File: config.mk
export PLATFORM = sky130hd
export DESIGN_NAME = cadr_alu_top
export DESIGN_NICKNAME = d
export VERILOG_FILES = /design/src/alu_pkg.sv /design/src/cadr_ir_pkg.sv /design/src/alu_control.sv /design/src/alu_datapath.sv /design/src/alu_slice.sv /design/src/cadr_alu_top.sv /design/src/carry_lookahead.sv /design/src/output_bus.sv /design/src/q_register.sv
export SDC_FILE = /design/constraint.sdc
export NUM_CORES = 1
export LEC_CHECK = 0
export CAP_MARGIN = 40
export CORE_ASPECT_RATIO = 1.75
export CORE_MARGIN = 2
export CORE_UTILIZATION = 61
export CTS_CLUSTER_SIZE = 25
export DETAILED_ROUTE_END_ITERATION = 12
export DONT_BUFFER_PORTS = 1
export HOLD_SLACK_MARGIN = 0.02
export PLACE_DENSITY = 0.82
export SLEW_MARGIN = 5
export SYNTH_ARGS = -nofsm -noshare
export SYNTH_HDL_FRONTEND = slang
export SYNTH_SLANG_ARGS = --single-unit
File: constraint.sdc
create_clock -name clk -period 6.96 [get_ports clk]
set_clock_uncertainty 0.05 [all_clocks]
set_input_delay 2.088 -clock clk [delete_from_list [all_inputs] [get_ports clk]]
set_output_delay 2.088 -clock clk [all_outputs]
set_load 0.1 [all_outputs]
File: src/alu_pkg.sv
// ALU function and select codes
`default_nettype none

package alu_pkg;

   localparam int alu_width = 32;

   // Special functions have alu_fn[5] (IR 8) set.
   localparam int         fn_special_bit   = 5;
   localparam logic [1:0] fn_mul_step      = 2'b00;  // IR 4..3.
   localparam logic [1:0] fn_div_step      = 2'b01;  // IR 4..3.
   localparam int         fn_div_first_bit = 3;      // IR 6, first divide step.
   localparam int         fn_div_corr_bit  = 2;      // IR 5, remainder correction.

   // Forced slice codes.
   localparam logic [3:0] aluf_add  = 4'b1001;  // Mode 0.
   localparam logic [3:0] aluf_sub  = 4'b0110;  // Mode 0.
   localparam logic [3:0] aluf_both = 4'b1111;  // Mode 1, passes A.

   // Q register control.
   localparam logic [1:0] q_none  = 2'b00;
   localparam logic [1:0] q_left  = 2'b01;
   localparam logic [1:0] q_right = 2'b10;
   localparam logic [1:0] q_load  = 2'b11;

   // Output bus select.
   localparam logic [1:0] osel_alu   = 2'b00;
   localparam logic [1:0] osel_alu_b = 2'b01;
   localparam logic [1:0] osel_right = 2'b10;
   localparam logic [1:0] osel_left  = 2'b11;

endpackage

`default_nettype wire

File: src/cadr_ir_pkg.sv
// CADR instruction word
`default_nettype none

package cadr_ir_pkg;

   localparam int ir_width = 49;

   // Major op codes in IR 44..43.
   localparam logic [1:0] op_alu  = 2'b00;
   localparam logic [1:0] op_jump = 2'b01;

   // ******************************
   // ALU instruction view
   // ******************************

   typedef struct packed {
      logic [3:0]  spare_hi;   // IR 48..45.
      logic [1:0]  op;         // IR 44..43.
      logic [28:0] spare_mid;  // IR 42..14.
      logic [1:0]  osel;       // IR 13..12.
      logic [2:0]  spare_lo;   // IR 11..9.
      logic [5:0]  alu_fn;     // IR 8..3.
      logic        cin;        // IR 2.
      logic [1:0]  q_ctl;      // IR 1..0.
   } alu_ir_t;

   // ******************************
   // Jump instruction view
   // ******************************

   // Only op matters here, the branch condition is not decoded.
   typedef struct packed {
      logic [3:0]  spare_hi;   // IR 48..45.
      logic [1:0]  op;         // IR 44..43.
      logic [32:0] spare_mid;  // IR 42..10.
      logic [9:0]  cond;       // IR 9..0.
   } jump_ir_t;

   // Same 49 bits, read as either kind of instruction.
   typedef union packed {
      alu_ir_t  alu;
      jump_ir_t jump;
   } ir_word_t;

endpackage

`default_nettype wire

File: src/alu_control.sv
// ALU carry and function control
`default_nettype none

module alu_control (
   input  wire cadr_ir_pkg::ir_word_t ir,
   input  wire        a31,
   input  wire        q0,
   output logic [3:0] aluf,
   output logic       alumode,
   output logic       cin0,
   output logic [1:0] osel,
   output logic [1:0] q_ctl
);

   logic [5:0] fn;
   logic       iralu;
   logic       irjump;
   logic       special;
   logic       mul;
   logic       div;
   logic       divposlasttime;
   logic       divsubcond;
   logic       divaddcond;
   logic       mulnop;
   logic       aluadd;
   logic       alusub;

   // ******************************
   // Operation decode
   // ******************************

   assign fn      = ir.alu.alu_fn;
   assign iralu   = (ir.alu.op == cadr_ir_pkg::op_alu);
   assign irjump  = (ir.jump.op == cadr_ir_pkg::op_jump);
   assign special = iralu & fn[alu_pkg::fn_special_bit];
   assign mul     = special & (fn[1:0] == alu_pkg::fn_mul_step);
   assign div     = special & (fn[1:0] == alu_pkg::fn_div_step);

   // Sign of the last partial remainder.
   assign divposlasttime = q0 | fn[alu_pkg::fn_div_first_bit];
   assign divsubcond     = div & divposlasttime;
   assign divaddcond     = div & (fn[alu_pkg::fn_div_corr_bit] | ~divposlasttime);
   assign mulnop         = mul & ~q0;

   assign aluadd = (divaddcond & ~a31) | (divsubcond & a31) | mul;
   assign alusub = mulnop | (divsubcond & ~a31) | (divaddcond & a31) | irjump;

   // ******************************
   // Function select
   // ******************************

   always_comb begin
      case ({alusub, aluadd})
         2'b00: begin
            aluf    = {fn[0], fn[1], ~fn[3], ~fn[2]};
            alumode = ~fn[4];                     // IR 7.
            cin0    = ir.alu.cin;
         end
         2'b01: begin
            aluf    = alu_pkg::aluf_add;
            alumode = 1'b0;
            cin0    = 1'b0;
         end
         2'b10: begin
            aluf    = alu_pkg::aluf_sub;
            alumode = 1'b0;
            cin0    = 1'b1;                       // True A minus M.
         end
         default: begin
            aluf    = alu_pkg::aluf_both;         // Multiply step with q0 clear.
            alumode = 1'b1;
            cin0    = 1'b1;
         end
      endcase
   end

   assign osel  = ir.alu.osel & {2{iralu}};
   assign q_ctl = ir.alu.q_ctl & {2{iralu}};

endmodule

`default_nettype wire

File: src/alu_datapath.sv
// 32 bit ALU datapath
`default_nettype none

module alu_datapath (
   input  wire  [alu_pkg::alu_width-1:0] a,
   input  wire  [alu_pkg::alu_width-1:0] b,
   input  wire  [3:0]                    aluf,
   input  wire                           alumode,
   input  wire                           cin0,
   output logic [alu_pkg::alu_width-1:0] f,
   output logic                          cout32
);

   wire [7:0] x;
   wire [7:0] y;
   wire [7:0] cin_n;    // Active low carry into each slice.
   wire       xx0;
   wire       yy0;
   wire       xx1;
   wire       yy1;
   wire       cin32_n;

   assign cin_n[0] = ~cin0;

   // ******************************
   // Function slices
   // ******************************

   for (genvar i = 0; i < 8; i++) begin : g_slice
      alu_slice slice_i (
         .a     (a[4*i +: 4]),
         .b     (b[4*i +: 4]),
         .s     (aluf),
         .mode  (alumode),
         .cin_n (cin_n[i]),
         .f     (f[4*i +: 4]),
         .x     (x[i]),
         .y     (y[i])
      );
   end

   // ******************************
   // Carry tree
   // ******************************

   carry_lookahead lo_cla_i (
      .x(x[3:0]), .y(y[3:0]), .cin_n(cin_n[0]),
      .cout0_n(cin_n[1]), .cout1_n(cin_n[2]), .cout2_n(cin_n[3]),
      .xout(xx0), .yout(yy0)
   );

   carry_lookahead hi_cla_i (
      .x(x[7:4]), .y(y[7:4]), .cin_n(cin_n[4]),
      .cout0_n(cin_n[5]), .cout1_n(cin_n[6]), .cout2_n(cin_n[7]),
      .xout(xx1), .yout(yy1)
   );

   // Second level joins the two halves, upper groups held inactive.
   carry_lookahead top_cla_i (
      .x({2'b11, xx1, xx0}), .y({2'b11, yy1, yy0}), .cin_n(cin_n[0]),
      .cout0_n(cin_n[4]), .cout1_n(cin32_n), .cout2_n(),
      .xout(), .yout()
   );

   assign cout32 = ~cin32_n;

endmodule

`default_nettype wire

File: src/alu_slice.sv
// Four bit ALU slice
`default_nettype none

module alu_slice (
   input  wire  [3:0] a,
   input  wire  [3:0] b,
   input  wire  [3:0] s,
   input  wire        mode,
   input  wire        cin_n,
   output logic [3:0] f,
   output logic       x,
   output logic       y
);

   logic [3:0] p;      // Inverted propagate terms.
   logic [3:0] g;      // Inverted generate terms.
   logic [3:0] prop;
   logic [3:0] gen;
   logic [3:0] c;      // Ripple carry into each bit.

   // ******************************
   // Per bit terms and ripple
   // ******************************

   always_comb begin
      c[0] = ~cin_n;
      for (int i = 0; i < 4; i++) begin
         p[i] = ~(a[i] | (s[0] & b[i]) | (s[1] & ~b[i]));
         g[i] = ~((s[2] & a[i] & ~b[i]) | (s[3] & a[i] & b[i]));
         if (i < 3) begin
            c[i+1] = ~g[i] | (~p[i] & c[i]);
         end
         // Logic mode forces the carry term high.
         f[i] = p[i] ^ g[i] ^ (mode | c[i]);
      end
   end

   assign prop = ~p;
   assign gen  = ~g;

   // ******************************
   // Group lookahead outputs
   // ******************************

   assign x = ~(&prop);     // Active low.
   assign y = ~(gen[3] |
                (prop[3] & gen[2]) |
                (prop[3] & prop[2] & gen[1]) |
                (prop[3] & prop[2] & prop[1] & gen[0]));

endmodule

`default_nettype wire

File: src/cadr_alu_top.sv
// CADR ALU section
`default_nettype none

module cadr_alu_top (
   input  wire                             clk,
   input  wire                             rst_n,
   input  wire                             exec,
   input  wire  [cadr_ir_pkg::ir_width-1:0] ir,
   input  wire  [alu_pkg::alu_width-1:0]   a,
   input  wire  [alu_pkg::alu_width-1:0]   m,
   output wire  [alu_pkg::alu_width-1:0]   ob,
   output wire                             ob_valid,
   output wire  [alu_pkg::alu_width-1:0]   q,
   output wire                             cout
);

   wire [3:0]                    aluf;
   wire                          alumode;
   wire                          cin0;
   wire [1:0]                    osel;
   wire [1:0]                    q_ctl;
   wire [alu_pkg::alu_width-1:0] alu;
   wire                          cout32;

   // ******************************
   // Control and datapath
   // ******************************

   alu_control control_i (
      .ir      (cadr_ir_pkg::ir_word_t'(ir)),
      .a31     (a[alu_pkg::alu_width-1]),
      .q0      (q[0]),
      .aluf    (aluf),
      .alumode (alumode),
      .cin0    (cin0),
      .osel    (osel),
      .q_ctl   (q_ctl)
   );

   alu_datapath datapath_i (
      .a(a), .b(m), .aluf(aluf), .alumode(alumode), .cin0(cin0),
      .f(alu), .cout32(cout32)
   );

   // ******************************
   // Registers
   // ******************************

   q_register qreg_i (
      .clk(clk), .rst_n(rst_n), .exec(exec), .q_ctl(q_ctl),
      .alu31(alu[alu_pkg::alu_width-1]), .alu0(alu[0]), .alu(alu),
      .q(q)
   );

   output_bus obus_i (
      .clk(clk), .rst_n(rst_n), .exec(exec), .osel(osel), .alu(alu),
      .cout32(cout32), .q31(q[alu_pkg::alu_width-1]),
      .ob(ob), .ob_valid(ob_valid), .cout(cout)
   );

endmodule

`default_nettype wire

File: src/carry_lookahead.sv
// Group carry lookahead
`default_nettype none

module carry_lookahead (
   input  wire  [3:0] x,
   input  wire  [3:0] y,
   input  wire        cin_n,
   output logic       cout0_n,
   output logic       cout1_n,
   output logic       cout2_n,
   output logic       xout,
   output logic       yout
);

   logic [3:0] p;
   logic [3:0] g;
   logic       c0;

   assign p  = ~x;
   assign g  = ~y;
   assign c0 = ~cin_n;

   // Carries into groups 1, 2 and 3.
   assign cout0_n = ~(g[0] | (p[0] & c0));
   assign cout1_n = ~(g[1] | (p[1] & g[0]) | (p[1] & p[0] & c0));
   assign cout2_n = ~(g[2] | (p[2] & g[1]) | (p[2] & p[1] & g[0]) |
                      (p[2] & p[1] & p[0] & c0));

   // Block terms for the next level.
   assign xout = ~(&p);
   assign yout = ~(g[3] | (p[3] & g[2]) | (p[3] & p[2] & g[1]) |
                   (p[3] & p[2] & p[1] & g[0]));

endmodule

`default_nettype wire

File: src/output_bus.sv
// Output bus shifter and register
`default_nettype none

module output_bus (
   input  wire                           clk,
   input  wire                           rst_n,
   input  wire                           exec,
   input  wire  [1:0]                    osel,
   input  wire  [alu_pkg::alu_width-1:0] alu,
   input  wire                           cout32,
   input  wire                           q31,
   output logic [alu_pkg::alu_width-1:0] ob,
   output logic                          ob_valid,
   output logic                          cout
);

   logic [alu_pkg::alu_width-1:0] ob_next;

   always_comb begin
      case (osel)
         alu_pkg::osel_alu,
         alu_pkg::osel_alu_b: ob_next = alu;
         alu_pkg::osel_right: ob_next = {cout32, alu[alu_pkg::alu_width-1:1]};
         alu_pkg::osel_left:  ob_next = {alu[alu_pkg::alu_width-2:0], q31};
         default:             ob_next = alu;
      endcase
   end

   // ******************************
   // Registered output
   // ******************************

   always_ff @(posedge clk) begin
      if (!rst_n) begin
         ob       <= '0;
         cout     <= 1'b0;
         ob_valid <= 1'b0;
      end else begin
         ob_valid <= exec;      // One cycle after the strobe.
         if (exec) begin
            ob   <= ob_next;
            cout <= cout32;
         end
      end
   end

endmodule

`default_nettype wire

File: src/q_register.sv
// Q register
`default_nettype none

module q_register (
   input  wire                           clk,
   input  wire                           rst_n,
   input  wire                           exec,
   input  wire  [1:0]                    q_ctl,
   input  wire                           alu31,
   input  wire                           alu0,
   input  wire  [alu_pkg::alu_width-1:0] alu,
   output logic [alu_pkg::alu_width-1:0] q
);

   // ******************************
   // Multiply and divide shifts
   // ******************************

   always_ff @(posedge clk) begin
      if (!rst_n) begin
         q <= '0;
      end else if (exec) begin
         case (q_ctl)
            alu_pkg::q_left: begin
               // Quotient bit is set when the remainder stayed positive.
               q <= {q[alu_pkg::alu_width-2:0], ~alu31};
            end
            alu_pkg::q_right: begin
               q <= {alu0, q[alu_pkg::alu_width-1:1]};   // Low product bit.
            end
            alu_pkg::q_load: begin
               q <= alu;
            end
            alu_pkg::q_none: begin
               q <= q;
            end
            default: begin
               q <= q;
            end
         endcase
      end
   end

endmodule

`default_nettype wire

### Word level (Yosys, flattened, before mapping)

Index checks and enable logic that the tools add are counted.

* register bits: 66
* input port bits: 116
* logic and storage cells: 751

* equal/unequal tests: 10
* mux-type cells: 5
* bitwise logic cells: 714
* reduce and logical (&&, ||, !) cells: 18

Operators with widths (number)
* 1-bit AND: 298
* 1-bit OR: 204
* 32-bit case mux with 3 select lines: 2
* 1-bit NOT: 124
* 4-bit NOT: 20
* 1-bit bitwise XOR: 64
* 4-bit AND reduction: 10
* 4-bit case mux with 3 select lines: 1
* 2-bit by 1-bit == test with 1-bit output (second input constant): 5
* 2-bit == test (second input constant): 5
* 2-bit logical NOT: 5
* 2-bit AND: 2
* 2-bit NOT: 2
* 1-bit case mux with 2 select lines: 2
* 2-bit OR reduction: 2
* 2-bit AND reduction: 1

### Longest topological paths before layout

* depth in word-level cells: 40
* mapped depth: 16
* gate-level depth less buffers: 12

### Hierarchy

From an unflattened synthesis, not the netlist that was laid out.

* cells, all modules: 794
* area total of the unflattened synthesis: 6782.8 µm²

By module, submodules not included
* alu_slice: instances 8, cells each 45, area each 299.0 µm²
* output_bus: instances 1, cells each 188, area each 2037.0 µm²
* q_register: instances 1, cells each 180, area each 1966.9 µm²
* alu_control: instances 1, cells each 33, area each 202.7 µm²
* carry_lookahead: instances 3, cells each 10, area each 57.6 µm²
* alu_datapath: instances 1, cells each 3, area each 11.3 µm²

### Worst setup path after synthesis

OpenSTA, ideal clock, no wires.

* path type: input to register
* start: input port ir[44] (netlist bit)
* end: register obus_i.ob[23] (netlist bit)
* library setup time: 137 ps
* arrival: 5495 ps
* setup slack: 1278 ps
* stages on the path: 14
* path through: buf_6 or4b_1 a2111o_1 buf_2 and3_4 mux2_2 and2_4 or4_4 nor2_2 a221oi_4 a2111oi_4 nor3_2 a221oi_1 a211oi_1

* word-level cells in the longest chain between the ends: 39

Ends and longest elaborated chain
* start: declaration: line cadr_alu_top.sv:8 `input wire [cadr_ir_pkg::ir_width-1:0] ir,`
* 2-bit logical NOT: line alu_control.sv:33 `assign iralu = (ir.alu.op == cadr_ir_pkg::op_alu);`
* 1-bit AND: line alu_control.sv:35 `assign special = iralu & fn[alu_pkg::fn_special_bit];`
* 1-bit AND: line alu_control.sv:37 `assign div = special & (fn[1:0] == alu_pkg::fn_div_step);`
* 1-bit AND: line alu_control.sv:41 `assign divsubcond = div & divposlasttime;`
* 1-bit AND: line alu_control.sv:46 `assign alusub = mulnop | (divsubcond & ~a31) | (divaddcond & a31) | irjump;`
* 1-bit OR (3 in series): line alu_control.sv:46
* 2-bit == test, or another cell as far along: line alu_control.sv:53 `case ({alusub, aluadd})`
* 4-bit case mux with 3 select lines: line alu_control.sv:53
* [... 21 more ...]
* 1-bit OR: line alu_slice.sv:31 `c[i+1] = ~g[i] | (~p[i] & c[i]);`
* 1-bit AND: line alu_slice.sv:31
* 1-bit OR: line alu_slice.sv:31
* 1-bit AND: line alu_slice.sv:31
* 1-bit OR: line alu_slice.sv:31
* 1-bit OR: line alu_slice.sv:34 `f[i] = p[i] ^ g[i] ^ (mode | c[i]);`
* 1-bit bitwise XOR: line alu_slice.sv:34
* 32-bit case mux with 3 select lines *: line output_bus.sv:20 `case (osel)`
* end signal: assignment: line output_bus.sv:41 `ob <= ob_next;`
* end: declaration: line output_bus.sv:12 `output logic [alu_pkg::alu_width-1:0] ob,`

Mark *: on every way between the ends. The rest lies on a longest branch, timed or not.
A chain may end at the register's enable or synchronous reset.

### Worst setup path in the final report

* start: input port ir[43] (netlist bit)
* end: register obus_i.ob[27] (netlist bit)

* word-level cells in the longest chain between the ends: 39

Ends and longest elaborated chain (line)
* 2-bit logical NOT: alu_control.sv:33
* 1-bit AND: alu_control.sv:35
* 1-bit AND: alu_control.sv:37
* 1-bit AND: alu_control.sv:41
* 1-bit AND: alu_control.sv:46
* 1-bit OR (3 in series): alu_control.sv:46
* 2-bit == test, or another cell as far along: alu_control.sv:53
* 4-bit case mux with 3 select lines: alu_control.sv:53
* [... 21 more ...]
* 1-bit OR: alu_slice.sv:31
* 1-bit AND: alu_slice.sv:31
* 1-bit OR: alu_slice.sv:31
* 1-bit AND: alu_slice.sv:31
* 1-bit OR: alu_slice.sv:31
* 1-bit OR: alu_slice.sv:34
* 1-bit bitwise XOR: alu_slice.sv:34
* 32-bit case mux with 3 select lines *: output_bus.sv:20

Marks and branches as above.

==> reports/metrics.yaml <==
outcome:
  status: "completed"
sta:
  finalSetupViolCount: 0
  holdWs_ns: 0.433
  tns_ns: 0
  fmax_mhz: 165
  drv_slew: 0
  worst_pin_slew_ns: 0.970
  min_period_over_period: 0.872
  hold_violations: 0
  period_minus_slack_ns: 6.07
  setup_ws_ns: 0.892
  relSlewSlack: 0.353
  rsz0062_at_grt: "no"
routing:
  vias: 8181
  wirelength_um: 26500
  dr.pass1.iters: 8
  drt_drc_violations_left: 0
  drtIter0Drc: 1103
  drt-vias-per-instance: 7.78
  avgRoutedWirePerCell_um: 25.2
  detail-route-antenna-nets: 0
worst_setup_path:
  start_kind: "input port"
  cpPeakStageDelay_ns: 0.61
  crit_chain: "or4b_1 > a2111o_1 > nand4_1 > a21oi_1 > or4_1 > nor3_1 > or3_1 > a22oi_1 > o21a_1 > a21oi_1 > o21ai_0 > a32o_1"
  crit_buf_inv: 0
  worst_path_most_repeated_cell: "a21oi_1"
  crit_arrival_ns: 6.25
  crit_family: "compound AO/OA/AOI/OAI gates"
  path_max_fanout: 17
  slowest_stage: "a2111o_1"
  cp_data_required_time_ns: 7.14
  cp-end-kind: "flop"
  crit_type: "input port to flop"
grt:
  grt_pass1_wl_um: 41800
  grtUsageTotal: 0.470
  antenna_found_initial: 0
  grt_pass1_vias: 8022
  grt_max_degree: 35
  grt-ovfl-total: 0
layout:
  syn2layout_area_growth_pct: 23.2
  finalInstanceArea_um2: 8010
  insertedDiodeCount: 0
  drive_above_1_share: 0.161
  fin_nets: 1035
  final_cells: 1051
cts:
  cts_buffer_depth: 2
  root_buffer: "clkbuf_16"
  path_clk_slew_ns: 0.06
  tritoncts: "yes"
  htreeDepth: 3
  cts.hold.buffers_added: 0
  cts_resized: 0
  clkSinkCount: 66
  insertion_delay_ns: 0.34
  post_cts_buffers: 0
  cts_buffers: 9
power:
  vdd_drop_max_mv: 0.252
  p_per_area_nw_per_um2: 227
  p_leak_uw: 0.00314
synth:
  syn_nets: 1007
  synthFlopType: "dfxtp_1"
  async_reset_ff_frac: 0
  yosysTopAreaCell: "dfxtp_1"
  synthCells: 891
  synth_most_common_cell: "nand2_1"
  netlist_area_um2: 6500
  yosysUniqueCellTypes: 90
  yosys-top-cells-area: "dfxtp_1 (20%), a21oi_1 (5.6%), o211ai_1 (5.4%), nand2_1 (5.3%), a221oi_1 (5.3%)"
  synth_edf_count: 0
  yosysSeqAreaShare: 0.203
  avgSynthCellArea_um2: 7.30
  ys_ff_latch: 66
  synthTopCellsByCount: "nand2_1 (92), a21oi_1 (73), dfxtp_1 (66)"
  synth_warnings: 0
  synth_top_area_share: 0.203
worst_hold_path:
  hp-class: "flop to flop"
floorplan:
  design.core.area_um2: 10400
  rows: 49
  ios: 182
  start_util: 0.627
  die_area_um2: 11500
  die_height_um: 141
  die_x_um: 82.0
placement:
  place_ws_ns: 0.743
  numPortBuffers: 0
  dp_hpwl_um: 18600
  globalplace.congestion: 0.965
  dp_cells: 1035
  dpl_cell_area_um2: 7700
flow_run:
  drv_cap: 0
flip-flops by register name (all words and copies together), names as in the netlist:
register	count
obus_i.cout	1
obus_i.ob	32
obus_i.ob_valid	1
qreg_i.q	32
cell type report:
type / count / area, µm²
tap: 127 / 159
multi-input combinational: 716 / 4740
timing repair buffer: 83 / 1320
clock buffer: 10 / 239
sequential: 66 / 1320
clock inverter: 6 / 66.3
fill: 692 / 2350
inverter: 43 / 161
final timing paths:
kind | from | end | slack, ns | cells past startpoint
setup / recovery | ir[43] | obus_i.ob[27] | 0.89 | 12
hold / removal | obus_i.ob[24] | obus_i.ob[24] | 0.43 | 2
setup reg to reg | qreg_i.q[0] | obus_i.ob[23] | 2.12 | 13
hold reg to reg | obus_i.ob[24] | obus_i.ob[24] | 0.43 | 2
metrics by stage:
stage	util	total power, µW
after floorplan	-	1060
after global placement	0.628	1160
after detailed placement	0.743	1320
after CTS	0.773	1780
after global routing	0.773	1870
final	0.773	1820
power by group:
part | switching (µW) | leakage, µW | internal, µW | total (µW)
clock | 181 | 0.000141 | 287 | 468
sequential | 47.9 | 0.000542 | 410 | 458
combinational | 594 | 0.00245 | 297 | 891
kinds of logic (layout without fill, tap and decap cells):
family,count (synthesis),count (layout),synth area share
buffers and inverters,109,142,0.0687
multiplexers,21,21,0.0385
XOR/XNOR,27,27,0.0364
AO/OA/AOI/OAI,371,371,0.420
AND/OR/NAND/NOR,297,297,0.233
flip-flops,66,66,0.203
routing by layer:
metal / vias to the layer above / track usage / wire (µm)
li1: 3480 / - / -
met1: 3704 / 0.480 / 8640
met2: 756 / 0.740 / 12500
met3: 241 / 0.208 / 3190
met4: 0 / 0.337 / 2190
met5: - / 0.00952 / 0
tightest hold or removal path, stage by stage, from the launching register on:
cell     delay [ns]
dfxtp_1        0.33
nand2_1        0.06
o21ai_1        0.05
cells in the final DEF, fill, tap and decap left out, types with 16 or more instances in the layout:
cell,count
a211oi_1,16
a21oi_1,73
a221oi_1,39
buf_16,16
buf_4,17
buf_8,50
dfxtp_1,66
inv_1,43
mux2i_1,16
nand2_1,92
nand3_1,37
nand4_1,20
nor2_1,53
o211ai_1,47
o21ai_0,65
xnor2_1,18
No activity file was read; power rests on OpenSTA's default activity.
